--- src/include/axil_params.svh ---
`ifndef AXIL_PARAMS_SVH
`define AXIL_PARAMS_SVH

// bus widths
`define AXIL_ADDR_W 32
`define AXIL_DATA_W 32

// sram depth in words, byte addresses 0 to 1023
`define AXIL_MEM_WORDS 256

// cycles from accepted request to response valid, at least 1
`define AXIL_LATENCY 3

`endif

--- src/rtl/axil_pkg.sv ---
`default_nettype none

`include "axil_params.svh"

package axil_pkg;

	typedef logic [`AXIL_ADDR_W-1:0] addr_t;
	typedef logic [`AXIL_DATA_W-1:0] data_t;
	typedef logic [`AXIL_DATA_W/8-1:0] strb_t;
	typedef logic [1:0] resp_t;

	localparam resp_t RESP_OKAY = 2'b00;
	localparam resp_t RESP_SLVERR = 2'b10;

	// grant owner of the downstream port
	typedef enum logic [1:0] {
		arb_idle,
		serve_ifu,
		serve_lsu
	} arb_state_t;

	// slave channel sequencing
	typedef enum logic [1:0] {
		mem_idle,
		busy,
		resp_r,
		resp_b
	} mem_state_t;

endpackage

`default_nettype wire

--- src/rtl/axil_if.sv ---
`timescale 1ns/1ns
`default_nettype none

interface axil_if import axil_pkg::*; ();

	// read address
	addr_t araddr;
	logic arvalid;
	logic arready;

	// read data
	data_t rdata;
	resp_t rresp;
	logic rvalid;
	logic rready;

	// write address
	addr_t awaddr;
	logic awvalid;
	logic awready;

	// write data
	data_t wdata;
	strb_t wstrb;
	logic wvalid;
	logic wready;

	// write response
	resp_t bresp;
	logic bvalid;
	logic bready;

	modport master (
		output araddr, arvalid, rready,
		output awaddr, awvalid,
		output wdata, wstrb, wvalid,
		output bready,
		input arready, rdata, rresp, rvalid,
		input awready, wready, bresp, bvalid
	);

	modport slave (
		input araddr, arvalid, rready,
		input awaddr, awvalid,
		input wdata, wstrb, wvalid,
		input bready,
		output arready, rdata, rresp, rvalid,
		output awready, wready, bresp, bvalid
	);

endinterface

`default_nettype wire

--- src/rtl/axil_arbiter.sv ---
`timescale 1ns/1ns
`default_nettype none

module axil_arbiter import axil_pkg::*; (
	input wire logic clk,
	input wire logic rst,

	// instruction fetch master
	input wire addr_t ifu_araddr,
	input wire logic ifu_arvalid,
	output logic ifu_arready,
	output data_t ifu_rdata,
	output resp_t ifu_rresp,
	output logic ifu_rvalid,
	input wire logic ifu_rready,
	input wire addr_t ifu_awaddr,
	input wire logic ifu_awvalid,
	output logic ifu_awready,
	input wire data_t ifu_wdata,
	input wire strb_t ifu_wstrb,
	input wire logic ifu_wvalid,
	output logic ifu_wready,
	output resp_t ifu_bresp,
	output logic ifu_bvalid,
	input wire logic ifu_bready,

	// load/store master
	input wire addr_t lsu_araddr,
	input wire logic lsu_arvalid,
	output logic lsu_arready,
	output data_t lsu_rdata,
	output resp_t lsu_rresp,
	output logic lsu_rvalid,
	input wire logic lsu_rready,
	input wire addr_t lsu_awaddr,
	input wire logic lsu_awvalid,
	output logic lsu_awready,
	input wire data_t lsu_wdata,
	input wire strb_t lsu_wstrb,
	input wire logic lsu_wvalid,
	output logic lsu_wready,
	output resp_t lsu_bresp,
	output logic lsu_bvalid,
	input wire logic lsu_bready,

	axil_if.master mem
);

	arb_state_t state;
	logic ifu_trigger;
	logic lsu_trigger;
	logic resp_done;
	logic sel_ifu;
	logic sel_lsu;

	// a write needs address and data together
	assign ifu_trigger = ifu_arvalid | (ifu_awvalid & ifu_wvalid);
	assign lsu_trigger = lsu_arvalid | (lsu_awvalid & lsu_wvalid);

	// release only once the granted master took its response
	assign resp_done = (mem.rvalid & mem.rready) | (mem.bvalid & mem.bready);

	always_ff @(posedge clk) begin
		if (!rst) begin
			state <= arb_idle;
		end else begin
			case (state)
				arb_idle: begin
					if (ifu_trigger) begin
						state <= serve_ifu;
					end else if (lsu_trigger) begin
						state <= serve_lsu;
					end
				end
				serve_ifu, serve_lsu: begin
					if (resp_done) begin
						state <= arb_idle;
					end
				end
				default: begin
					state <= arb_idle;
				end
			endcase
		end
	end

	assign sel_ifu = (state == serve_ifu);
	assign sel_lsu = (state == serve_lsu);

	// request side toward the slave
	always_comb begin
		mem.araddr = '0;
		mem.arvalid = 1'b0;
		mem.rready = 1'b0;
		mem.awaddr = '0;
		mem.awvalid = 1'b0;
		mem.wdata = '0;
		mem.wstrb = '0;
		mem.wvalid = 1'b0;
		mem.bready = 1'b0;
		if (sel_ifu) begin
			mem.araddr = ifu_araddr;
			mem.arvalid = ifu_arvalid;
			mem.rready = ifu_rready;
			mem.awaddr = ifu_awaddr;
			mem.awvalid = ifu_awvalid;
			mem.wdata = ifu_wdata;
			mem.wstrb = ifu_wstrb;
			mem.wvalid = ifu_wvalid;
			mem.bready = ifu_bready;
		end else if (sel_lsu) begin
			mem.araddr = lsu_araddr;
			mem.arvalid = lsu_arvalid;
			mem.rready = lsu_rready;
			mem.awaddr = lsu_awaddr;
			mem.awvalid = lsu_awvalid;
			mem.wdata = lsu_wdata;
			mem.wstrb = lsu_wstrb;
			mem.wvalid = lsu_wvalid;
			mem.bready = lsu_bready;
		end
	end

	// response side, masked toward the master without the grant
	assign ifu_arready = sel_ifu & mem.arready;
	assign ifu_awready = sel_ifu & mem.awready;
	assign ifu_wready = sel_ifu & mem.wready;
	assign ifu_rvalid = sel_ifu & mem.rvalid;
	assign ifu_bvalid = sel_ifu & mem.bvalid;
	assign ifu_rdata = sel_ifu ? mem.rdata : '0;
	assign ifu_rresp = sel_ifu ? mem.rresp : RESP_OKAY;
	assign ifu_bresp = sel_ifu ? mem.bresp : RESP_OKAY;

	assign lsu_arready = sel_lsu & mem.arready;
	assign lsu_awready = sel_lsu & mem.awready;
	assign lsu_wready = sel_lsu & mem.wready;
	assign lsu_rvalid = sel_lsu & mem.rvalid;
	assign lsu_bvalid = sel_lsu & mem.bvalid;
	assign lsu_rdata = sel_lsu ? mem.rdata : '0;
	assign lsu_rresp = sel_lsu ? mem.rresp : RESP_OKAY;
	assign lsu_bresp = sel_lsu ? mem.bresp : RESP_OKAY;

endmodule

`default_nettype wire

--- src/flat_wrapper.sv ---
// flat-port wrapper written by rule: the top's interface ports become plain ports
module axil_arbiter_flat import axil_pkg::*;
  (clk, rst, ifu_araddr, ifu_arvalid, ifu_arready, ifu_rdata, ifu_rresp, ifu_rvalid, ifu_rready, ifu_awaddr, ifu_awvalid, ifu_awready, ifu_wdata, ifu_wstrb, ifu_wvalid, ifu_wready, ifu_bresp, ifu_bvalid, ifu_bready, lsu_araddr, lsu_arvalid, lsu_arready, lsu_rdata, lsu_rresp, lsu_rvalid, lsu_rready, lsu_awaddr, lsu_awvalid, lsu_awready, lsu_wdata, lsu_wstrb, lsu_wvalid, lsu_wready, lsu_bresp, lsu_bvalid, lsu_bready, mem_araddr, mem_arvalid, mem_rready, mem_awaddr, mem_awvalid, mem_wdata, mem_wstrb, mem_wvalid, mem_bready, mem_arready, mem_rdata, mem_rresp, mem_rvalid, mem_awready, mem_wready, mem_bresp, mem_bvalid);
  axil_if mem_i ();
  input wire logic clk;
  input wire logic rst;
  input wire addr_t ifu_araddr;
  input wire logic ifu_arvalid;
  output logic ifu_arready;
  output data_t ifu_rdata;
  output resp_t ifu_rresp;
  output logic ifu_rvalid;
  input wire logic ifu_rready;
  input wire addr_t ifu_awaddr;
  input wire logic ifu_awvalid;
  output logic ifu_awready;
  input wire data_t ifu_wdata;
  input wire strb_t ifu_wstrb;
  input wire logic ifu_wvalid;
  output logic ifu_wready;
  output resp_t ifu_bresp;
  output logic ifu_bvalid;
  input wire logic ifu_bready;
  input wire addr_t lsu_araddr;
  input wire logic lsu_arvalid;
  output logic lsu_arready;
  output data_t lsu_rdata;
  output resp_t lsu_rresp;
  output logic lsu_rvalid;
  input wire logic lsu_rready;
  input wire addr_t lsu_awaddr;
  input wire logic lsu_awvalid;
  output logic lsu_awready;
  input wire data_t lsu_wdata;
  input wire strb_t lsu_wstrb;
  input wire logic lsu_wvalid;
  output logic lsu_wready;
  output resp_t lsu_bresp;
  output logic lsu_bvalid;
  input wire logic lsu_bready;
  output wire logic [$bits(mem_i.araddr)-1:0] mem_araddr;
  output wire logic [$bits(mem_i.arvalid)-1:0] mem_arvalid;
  output wire logic [$bits(mem_i.rready)-1:0] mem_rready;
  output wire logic [$bits(mem_i.awaddr)-1:0] mem_awaddr;
  output wire logic [$bits(mem_i.awvalid)-1:0] mem_awvalid;
  output wire logic [$bits(mem_i.wdata)-1:0] mem_wdata;
  output wire logic [$bits(mem_i.wstrb)-1:0] mem_wstrb;
  output wire logic [$bits(mem_i.wvalid)-1:0] mem_wvalid;
  output wire logic [$bits(mem_i.bready)-1:0] mem_bready;
  input wire logic [$bits(mem_i.arready)-1:0] mem_arready;
  input wire logic [$bits(mem_i.rdata)-1:0] mem_rdata;
  input wire logic [$bits(mem_i.rresp)-1:0] mem_rresp;
  input wire logic [$bits(mem_i.rvalid)-1:0] mem_rvalid;
  input wire logic [$bits(mem_i.awready)-1:0] mem_awready;
  input wire logic [$bits(mem_i.wready)-1:0] mem_wready;
  input wire logic [$bits(mem_i.bresp)-1:0] mem_bresp;
  input wire logic [$bits(mem_i.bvalid)-1:0] mem_bvalid;
  assign mem_araddr = mem_i.araddr;
  assign mem_arvalid = mem_i.arvalid;
  assign mem_rready = mem_i.rready;
  assign mem_awaddr = mem_i.awaddr;
  assign mem_awvalid = mem_i.awvalid;
  assign mem_wdata = mem_i.wdata;
  assign mem_wstrb = mem_i.wstrb;
  assign mem_wvalid = mem_i.wvalid;
  assign mem_bready = mem_i.bready;
  assign mem_i.arready = mem_arready;
  assign mem_i.rdata = mem_rdata;
  assign mem_i.rresp = mem_rresp;
  assign mem_i.rvalid = mem_rvalid;
  assign mem_i.awready = mem_awready;
  assign mem_i.wready = mem_wready;
  assign mem_i.bresp = mem_bresp;
  assign mem_i.bvalid = mem_bvalid;
  axil_arbiter u_core (.clk(clk), .rst(rst), .ifu_araddr(ifu_araddr), .ifu_arvalid(ifu_arvalid), .ifu_arready(ifu_arready), .ifu_rdata(ifu_rdata), .ifu_rresp(ifu_rresp), .ifu_rvalid(ifu_rvalid), .ifu_rready(ifu_rready), .ifu_awaddr(ifu_awaddr), .ifu_awvalid(ifu_awvalid), .ifu_awready(ifu_awready), .ifu_wdata(ifu_wdata), .ifu_wstrb(ifu_wstrb), .ifu_wvalid(ifu_wvalid), .ifu_wready(ifu_wready), .ifu_bresp(ifu_bresp), .ifu_bvalid(ifu_bvalid), .ifu_bready(ifu_bready), .lsu_araddr(lsu_araddr), .lsu_arvalid(lsu_arvalid), .lsu_arready(lsu_arready), .lsu_rdata(lsu_rdata), .lsu_rresp(lsu_rresp), .lsu_rvalid(lsu_rvalid), .lsu_rready(lsu_rready), .lsu_awaddr(lsu_awaddr), .lsu_awvalid(lsu_awvalid), .lsu_awready(lsu_awready), .lsu_wdata(lsu_wdata), .lsu_wstrb(lsu_wstrb), .lsu_wvalid(lsu_wvalid), .lsu_wready(lsu_wready), .lsu_bresp(lsu_bresp), .lsu_bvalid(lsu_bvalid), .lsu_bready(lsu_bready), .mem(mem_i));
endmodule
--- config.mk ---
export PLATFORM = sky130hd
export DESIGN_NAME = axil_arbiter_flat
export DESIGN_NICKNAME = d
export VERILOG_FILES = /design/src/rtl/axil_pkg.sv /design/src/rtl/axil_if.sv /design/src/rtl/axil_arbiter.sv /design/src/flat_wrapper.sv
export VERILOG_INCLUDE_DIRS = /design/src /design/src/include
export SDC_FILE = /design/constraint.sdc
export NUM_CORES = 1
export LEC_CHECK = 0
export BUFFER_PORTS_ARGS = -buffer_cell sky130_fd_sc_hd__buf_4
export CELL_PAD_IN_SITES_DETAIL_PLACEMENT = 1
export CELL_PAD_IN_SITES_GLOBAL_PLACEMENT = 1
export CORE_AREA = 10 10 163 165
export CTS_CLUSTER_SIZE = 40
export DETAILED_ROUTE_END_ITERATION = 7
export DIE_AREA = 0 0 173 175
export GPL_ROUTABILITY_DRIVEN = 1
export MAX_ROUTING_LAYER = met4
export PLACE_DENSITY = 0.62
export SYNTH_ARGS = -nofsm -noshare
export SYNTH_HDL_FRONTEND = slang
export SYNTH_SLANG_ARGS = --single-unit
--- constraint.sdc ---
create_clock -name clk -period 2.3 [get_ports clk]
set_clock_uncertainty 0.2 [all_clocks]
set_input_delay 0.23 -clock clk [delete_from_list [all_inputs] [get_ports clk]]
set_output_delay 0.23 -clock clk [all_outputs]
set_load 0.03 [all_outputs]
==> results.yml, run 1 <==
global_route:
  grt_max_degree: 82
  track_usage: 0.1260
  overflow: 0
  antenna_found_initial: 0
  grt_pass1_vias: 4719
  grt_pass1_wl_mm: 29.63
critical_path:
  cp_common_cell: "buf_4"
  cpLargestDelayFamily: "buffers and inverters"
  cp_num_buf_inv: 4
  critical_path_required_ns: 1.87
  crit_type: "reg -> out"
  slowest_delay_ns: 0.40
  cp_cell_sequence: "inv_1, ha_4, buf_12, buf_4, o21ai_1, buf_4"
  start_kind: "flip-flop"
  crit_slowest_cell: "dfxtp_1"
  arrival_ns: 1.78
  crit_path_end_kind: "primary output"
  cp_max_fo: 36
pwr:
  switching_share: 0.5944
  power_switching_mw: 3.205
  clkPwrFrac: 0.048
  power_density_nw_per_um2: 884.6
  power.internal_mw: 2.187
  power_frac_comb: 0.940
  peakVddDrop_v: 0.0003308
  leakage_nw: 3.088
  seq_power_share: 0.012
die:
  io_pins: 440
  initial_core_util: 0.09515
  core.rowCount: 56
  dieArea_um2: 30280
  die_w_um: 173
  core_um2: 23260
  die_height_um: 175
cells_and_area:
  area_delta_synth_final_pct: 175.4
  fin_nets: 1134
  regMostFlops: "u_core.state"
  n_antenna_cell: 0
  layout_commonest_cell: "buf_4"
  most-common-layout-cells: "buf_4 (452), nand2_1 (202), o21ai_1 (99), and2_1 (82), a22o_1 (6)"
  drive_gt1_frac: 0.5331
  largestRegisters: "u_core.state x2"
  final_util: 0.2620
  largest_register_ffs: 2
logic_synthesis:
  syn_nets: 712
  ys_seq_area_frac: 0.01809
  synth_area_um2: 2213
  synth_edf_count: 0
  synth-async-reset-ratio: 0
  avgSynthCellArea_um2: 4.854
  synth-warning-count: 0
  synth_cells: 456
  synth_flop_cell: "dfxtp_1"
  ys_ff_latch: 2
  synth_cell_type_count: 23
place:
  place_ws_ns: 0.3004
  port_buffers: 439
  gp_congestion: 0.8388
  dp_hpwl_mm: 18.12
clock_network:
  cts.clk_slew.worst_paths_ns: 0.03
  cts.sinks: 2
  cts_max_path_buffers: 2
  cts_root_buf: "clkbuf_16"
  cts_tree: "yes"
  clk_latency_ns: 0.22
  cts_inserted_buffers: 3
  cts-htree-levels: 1
route:
  routed_wl_mm: 20.78
  via_per_inst: 3.755
  wl_per_cell_um: 17.38
  ant_nets: 0
  first_pass_iters: 4
  detail_route.iter0.violations: 160
  drc: 0
  vias: 4487
sta:
  fmaxAchievable_ghz: 0.4523
  post-route-min-period_ns: 2.211
  hold_viol: 0
  relSlewSlack: 0.7788
  worstMarginPinSlew_ns: 0.3318
  fin_ws_ns: 0.08920
  rsz0062_at_grt: "no"
  setup_violations: 0
  fin_tns_setup_ns: 0
  min_period_over_period: 0.9612
  slew_viol_final: 0
status:
  status: "complete, no violations"
hold_path:
  hold_class: "in -> reg"
run:
  cap_violations: 0
-- power groups by stage --
stage / clock network (mW) / logic [mW] / registers [mW]
final: 0.260 / 5.07 / 0.0633
after global routing: 0.267 / 5.43 / 0.0651
after CTS: 0.264 / 5.05 / 0.0634
after detailed placement: 0 / 5.04 / 0.0637
after global placement: 0 / 5.02 / 0.0617
after floorplan: 0 / 2.91 / 0.0550
-- worst reg2reg max path, delay by kind of cell (launching register included) --
family | cells | cell delay [ns]
fa+ha+maj | 1 | 0.22
flops | 1 | 0.41
buf+inv | 2 | 0.26
simple gates | 2 | 0.53
compound gates | 2 | 0.33
-- metrics by stage --
stage	power, mW	cell area, µm²	instances	hold slack [ns]
6_report	5.392	6096	1195	0.1113
3_5_place_dp	5.101	5927	1186	0.3463
2_1_floorplan	2.964	2213	456	0.1798
5_1_grt	5.763	6096	1195	0.1449
4_1_cts	5.375	6002	1189	0.1174
3_3_place_gp	5.077	5927	1186	0.3252
-- cells in the mapped netlist, types with 2 or more instances --
cell type,instances,area [µm²]
a21oi_1,2,10.01
a22o_1,6,52.55
and2_1,82,513.0
buf_1,5,18.77
buf_2,17,85.08
buf_6,2,22.52
clkbuf_1,20,75.07
dfxtp_1,2,40.04
ha_1,3,37.54
inv_1,2,7.510
nand2_1,202,758.2
nand3_1,3,15.01
nor2_1,2,7.510
o21ai_1,99,495.5
-- layout make-up --
class	instances	area, µm²
Sequential cell	2	40.04
Fill cell	3010	17170
Inverter	2	7.507
Clock buffer	3	75.07
Timing Repair Buffer	461	3585
Tap cell	319	399.1
Multi-Input combinational cell	408	1989
-- repair_timing --
action / CTS / global route
setup endpoints to repair: 0 / 51
resized for setup: 0 / 3
setup buffers: 0 / 5
hold buffers: 0 / 0
-- cell families (layout without fill, tap and decap cells) --
logic type / count (synthesis) / in the layout / share of synthesized area
AO/OA/AOI/OAI: 110 / 110 / 0.2629
flip-flops: 2 / 2 / 0.01809
buffers and inverters: 46 / 466 / 0.09440
multiplexers: 1 / 1 / 0.004523
adder cells (fa/ha/maj): 3 / 3 / 0.01696
AND/OR/NAND/NOR: 294 / 294 / 0.6032
-- layer usage --
layer	GRT usage	up-vias	wire, µm
met1	0.1397	2008	8386
met3	0.02328	10	977
met5	-	-	0
li1	-	2294	-
met4	0.01258	0	124
met2	0.2370	175	11290
-- final timing paths --
| check | slack, ns | depth (start not counted) | endpoint | start |
|---|---|---|---|---|
| setup / recovery | 0.09 | 6 | mem_araddr[23] | u_core.state[1] |
| hold / removal | 0.11 | 3 | u_core.state[0] | rst |
| hold reg to reg | 0.35 | 2 | u_core.state[0] | u_core.state[0] |
| setup reg to reg | 0.23 | 7 | u_core.state[1] | u_core.state[0] |
Note: power is estimated with default switching activity, not from simulation.
==> run 2: changes to the inputs <==
--- a/config.mk
+++ b/config.mk
@@ -7,15 +7,14 @@
 export NUM_CORES = 1
 export LEC_CHECK = 0
 export BUFFER_PORTS_ARGS = -buffer_cell sky130_fd_sc_hd__buf_4
-export CELL_PAD_IN_SITES_DETAIL_PLACEMENT = 1
-export CELL_PAD_IN_SITES_GLOBAL_PLACEMENT = 1
-export CORE_AREA = 10 10 163 165
+export CELL_PAD_IN_SITES_DETAIL_PLACEMENT = 2
+export CELL_PAD_IN_SITES_GLOBAL_PLACEMENT = 2
+export CORE_AREA = 10 10 165 167
 export CTS_CLUSTER_SIZE = 40
 export DETAILED_ROUTE_END_ITERATION = 7
-export DIE_AREA = 0 0 173 175
+export DIE_AREA = 0 0 175 177
 export GPL_ROUTABILITY_DRIVEN = 1
-export MAX_ROUTING_LAYER = met4
-export PLACE_DENSITY = 0.62
+export PLACE_DENSITY = 0.86
 export SYNTH_ARGS = -nofsm -noshare
 export SYNTH_HDL_FRONTEND = slang
 export SYNTH_SLANG_ARGS = --single-unit
==> run 2 against run 1 <==
  * Setup slack gained 0.029 ns
  * Non-clock buffer count shrank 7
  * Utilization shrank 1.0 points
  * Global-route usage grew 0.77 points
  * Flip-flop and latch count is the same
  * Critical endpoint is now mem_wdata[26]
  * Largest cell class unchanged
==> results.yml, run 2 (same netlist as run 1, synthesis figures left out) <==
clock_network:
  cts.sinks: 2
  cts_inserted_buffers: 3
  cts_root_buf: "clkbuf_16"
  hold_buffers: 0
  clk_latency_ns: 0.22
  cts_tree: "yes"
  cts.clk_slew.worst_paths_ns: 0.03
  cts_max_path_buffers: 2
  cts-htree-levels: 1
route:
  vias: 4662
  ant_nets: 0
  detail_route.iter0.violations: 108
  routed_wl_mm: 22.95
  first_pass_iters: 4
  via_per_inst: 3.908
  wl_per_cell_um: 19.24
  drc: 0
die:
  core.rowCount: 57
  die_w_um: 175
  io_pins: 440
  dieArea_um2: 30980
  core_um2: 23960
  die_height_um: 177
  initial_core_util: 0.09237
critical_path:
  cp_cell_sequence: "inv_1, ha_4, buf_12, nand2_1, o21ai_1, buf_4"
  crit_type: "reg -> out"
  arrival_ns: 1.75
  critical_path_required_ns: 1.87
  r2r_slack_ns: 0.25
  start_kind: "flip-flop"
  crit_slowest_cell: "dfxtp_1"
  crit_path_end_kind: "primary output"
  cp_max_fo: 68
  slowest_delay_ns: 0.35
run:
  cap_violations: 0
cells_and_area:
  regMostFlops: "u_core.state"
  largestRegisters: "u_core.state x2"
  area_delta_synth_final_pct: 172.5
  n_antenna_cell: 0
  fin_nets: 1127
  drive_gt1_frac: 0.5293
  largest_register_ffs: 2
  layout_commonest_cell: "buf_4"
  most-common-layout-cells: "buf_4 (447), nand2_1 (202), o21ai_1 (99), and2_1 (82), a22o_1 (6)"
global_route:
  grt_pass1_wl_mm: 32.59
  track_usage: 0.1337
  antenna_found_initial: 0
  grt_pass1_vias: 5208
  grt_max_degree: 69
  overflow: 0
place:
  dp_hpwl_mm: 20.25
  gp_congestion: 0.8580
  port_buffers: 439
pwr:
  power_density_nw_per_um2: 899.4
  peakVddDrop_v: 0.0003365
  finalPower_mw: 5.425
  leakage_nw: 3.051
sta:
  fmaxAchievable_ghz: 0.4583
  post-route-min-period_ns: 2.182
  rsz0062_at_grt: "no"
  hold_viol: 0
  setup_violations: 0
  relSlewSlack: 0.7918
  fin_tns_setup_ns: 0
  worstMarginPinSlew_ns: 0.3123
  slew_viol_final: 0
  min_period_over_period: 0.9486
status:
  status: "complete, no violations"
hold_path:
  hold_class: "in -> reg"
## run 2: worst max-delay path, delay by kind of cell (launching register included)
kind                     cells  cell delay (ns)
AO/OA/AOI/OAI                1             0.21
adder cells (fa/ha/maj)      1             0.20
buffers and inverters        3             0.61
flip-flops                   1             0.35
AND/OR/NAND/NOR              1             0.11
## run 2: layout make-up
type | count | area [µm²]
Clock buffer | 3 | 75.07
Fill cell | 2992 | 17930
Inverter | 2 | 7.507
Multi-Input combinational cell | 408 | 1989
Sequential cell | 2 | 40.04
Tap cell | 324 | 405.4
Timing Repair Buffer | 454 | 3515
## run 2: metal layers
| metal | vias up | global-route usage | share of wire |
|---|---|---|---|
| met3 | 8 | 0.04054 | 0.074 |
| met1 | 2177 | 0.1382 | 0.36 |
| li1 | 2281 | - | - |
| met5 | - | 0 | 0 |
| met2 | 196 | 0.2667 | 0.56 |
| met4 | 0 | 0.01060 | 0.0058 |
## run 2: through the flow
| stage | cell area [µm²] | util | worst slack [ns] | cells | hold slack, ns |
|---|---|---|---|---|---|
| after floorplan | 2213 | - | 0.1554 | 456 | 0.1798 |
| after global placement | 5891 | 0.2458 | 0.2820 | 1187 | 0.3230 |
| after detailed placement | 5891 | 0.2458 | 0.1787 | 1187 | 0.3561 |
| after CTS | 6021 | 0.2513 | 0.08932 | 1193 | 0.1307 |
| after global routing | 6032 | 0.2517 | 0.01461 | 1193 | 0.1607 |
| final | 6032 | 0.2517 | 0.1182 | 1193 | 0.1393 |
## run 2: final timing paths
path,endpoint,from,cells after the start
hold / removal,u_core.state[0],rst,3
setup reg to reg,u_core.state[1],u_core.state[1],7
hold reg to reg,u_core.state[0],u_core.state[0],2
setup / recovery,mem_wdata[26],u_core.state[0],6
## run 2: what timing repair did
action,4_1_cts,5_1_grt
pin swaps,0,0
buffers inserted,2,0
setup endpoints to repair,7,2
endpoints found under the hold margin,0,0
gates cloned,1,0
resized for setup,1,2
## run 2: power breakdown
group	total, mW	internal, mW	switching [mW]	leakage, nW
combinational	5.10	1.89	3.22	3.00
clock	0.257	0.221	0.0359	0.0370
sequential	0.0635	0.0462	0.0174	0.0165
==> run 3: changes to the inputs <==
--- a/config.mk
+++ b/config.mk
@@ -9,12 +9,12 @@
 export BUFFER_PORTS_ARGS = -buffer_cell sky130_fd_sc_hd__buf_4
 export CELL_PAD_IN_SITES_DETAIL_PLACEMENT = 2
 export CELL_PAD_IN_SITES_GLOBAL_PLACEMENT = 2
-export CORE_AREA = 10 10 165 167
+export CORE_AREA = 3 3 172 174
 export CTS_CLUSTER_SIZE = 40
 export DETAILED_ROUTE_END_ITERATION = 7
 export DIE_AREA = 0 0 175 177
 export GPL_ROUTABILITY_DRIVEN = 1
-export PLACE_DENSITY = 0.86
+export PLACE_DENSITY = 0.82
 export SYNTH_ARGS = -nofsm -noshare
 export SYNTH_HDL_FRONTEND = slang
 export SYNTH_SLANG_ARGS = --single-unit
==> run 3 against run 2 <==
  * Largest cell class unchanged
  * Global-route usage is 1.8 points lower
  * Clock-buffer cell count unchanged
  * Final area is 1.6% higher
  * Hold slack worse by 0.017 ns
==> results.yml, run 3 (same netlist as run 1, synthesis figures left out) <==
sta:
  fmaxAchievable_ghz: 0.4628
  whs_ns: 0.1219
  fin_tns_setup_ns: 0
  fin_ws_ns: 0.1391
  relSlewSlack: 0.8087
  slew_viol_final: 0
  post-route-min-period_ns: 2.161
  min_period_over_period: 0.9395
  worstMarginPinSlew_ns: 0.2869
  rsz0062_at_grt: "no"
  setup_violations: 0
  hold_viol: 0
clock_network:
  cts_tree: "yes"
  cts_inserted_buffers: 3
  cts-htree-levels: 1
  cts.sinks: 2
  clk_latency_ns: 0.22
  cts_max_path_buffers: 2
  cts.clk_slew.worst_paths_ns: 0.03
  cts_root_buf: "clkbuf_16"
pwr:
  power.internal_mw: 2.168
  leakage_nw: 3.066
  seq_power_share: 0.012
  finalPower_mw: 5.392
  switching_share: 0.5978
  clkPwrFrac: 0.049
  power_frac_comb: 0.939
  power_density_nw_per_um2: 879.4
  power_switching_mw: 3.223
  peakVddDrop_v: 0.0003406
cells_and_area:
  stdcell_count: 1251
  regMostFlops: "u_core.state"
  most-common-layout-cells: "buf_4 (450), nand2_1 (202), o21ai_1 (99), and2_1 (82), buf_12 (7)"
  fin_nets: 1131
  fillers: 3473
  largest_register_ffs: 2
  n_antenna_cell: 0
  area_delta_synth_final_pct: 177.0
  drive_gt1_frac: 0.5326
  largestRegisters: "u_core.state x2"
  layout_commonest_cell: "buf_4"
die:
  initial_core_util: 0.07923
  core_um2: 27930
  dieArea_um2: 30980
  core.rowCount: 61
  die_w_um: 175
  io_pins: 440
  die_height_um: 177
global_route:
  grt_max_degree: 67
  antenna_found_initial: 0
  track_usage: 0.1160
  grt_pass1_vias: 5246
  overflow: 0
  grt_pass1_wl_mm: 29.08
critical_path:
  cp_max_fo: 14
  crit_path_end_kind: "primary output"
  cpLargestDelayFamily: "buffers and inverters"
  arrival_ns: 1.73
  slowest_delay_ns: 0.40
  cp.depth: 6
  r2r-start: "u_core.state[1]"
  cp_common_cell: "buf_4"
  start_kind: "flip-flop"
  reg2reg_depth: 7
  critical_path_required_ns: 1.87
  cp_num_buf_inv: 4
  cp-startpoint: "u_core.state[1]"
  crit_slowest_cell: "dfxtp_1"
  crit_type: "reg -> out"
  cp_cell_sequence: "inv_1, ha_4, buf_4, buf_4, o21ai_1, buf_4"
hold_path:
  holdPathStages: 3
  hold_class: "in -> reg"
  min_from: "rst"
place:
  port_buffers: 439
  dp_hpwl_mm: 17.51
  place_ws_ns: 0.2977
  dpl.cell_count: 1246
  gp_congestion: 0.8171
route:
  first_pass_iters: 4
  wl_per_cell_um: 15.89
  routed_wl_mm: 19.88
  vias: 4722
  detail_route.iter0.violations: 66
  drc: 0
  ant_nets: 0
  via_per_inst: 3.775
status:
  status: "complete, no violations"
run:
  cap_violations: 0
run 3: per-layer routing:
layer  global-route usage  part of all wire
met5                    0                 0
met3              0.02402             0.068
met4              0.01563             0.012
met2               0.2422              0.57
met1               0.1195              0.35
run 3: worst register-to-register path: cells and delay by family (launching register included):
| kind | cells | cell delay [ns] |
|---|---|---|
| adders and majority gates | 1 | 0.21 |
| AOI/OAI and AO/OA | 2 | 0.30 |
| buffers and inverters | 2 | 0.28 |
| and+or+nand+nor | 2 | 0.53 |
| DFF | 1 | 0.40 |
run 3: worst paths after layout:
kind                                        end  slack, ns
worst max-delay path                mem_arvalid       0.14
worst min-delay path            u_core.state[0]       0.12
worst max register to register  u_core.state[1]       0.28
worst min register to register  u_core.state[0]       0.36
run 3: cell type report:
| class | count | area (µm²) | area share |
|---|---|---|---|
| clock buffers | 3 | 75.07 | 0.01224 |
| multi-input cells | 408 | 1989 | 0.3245 |
| well taps | 378 | 473.0 | 0.07714 |
| repair buffers | 458 | 3546 | 0.5784 |
| inverters | 2 | 7.507 | 0.001224 |
| flip-flops and latches | 2 | 40.04 | 0.006531 |
run 3: stage by stage:
stage,util,instance area [µm²]
2_1_floorplan,-,2213
3_3_place_gp,0.2160,6033
3_5_place_dp,0.2160,6033
4_1_cts,0.2187,6108
5_1_grt,0.2195,6131
6_report,0.2195,6131
run 3: power by group through the flow:
stage               combinational, mW  sequential, mW  clock [mW]
floorplan                        2.91          0.0550           0
finish                           5.06          0.0641       0.265
global route                     5.42          0.0660       0.273
CTS                              5.12          0.0630       0.269
detailed placement               5.11          0.0630           0
global placement                 5.00          0.0624           0
run 3: timing repair:
item,CTS,global route
setup buffers,0,2
resized for setup,0,2
endpoints found under the setup margin,0,25
hold buffers,0,0
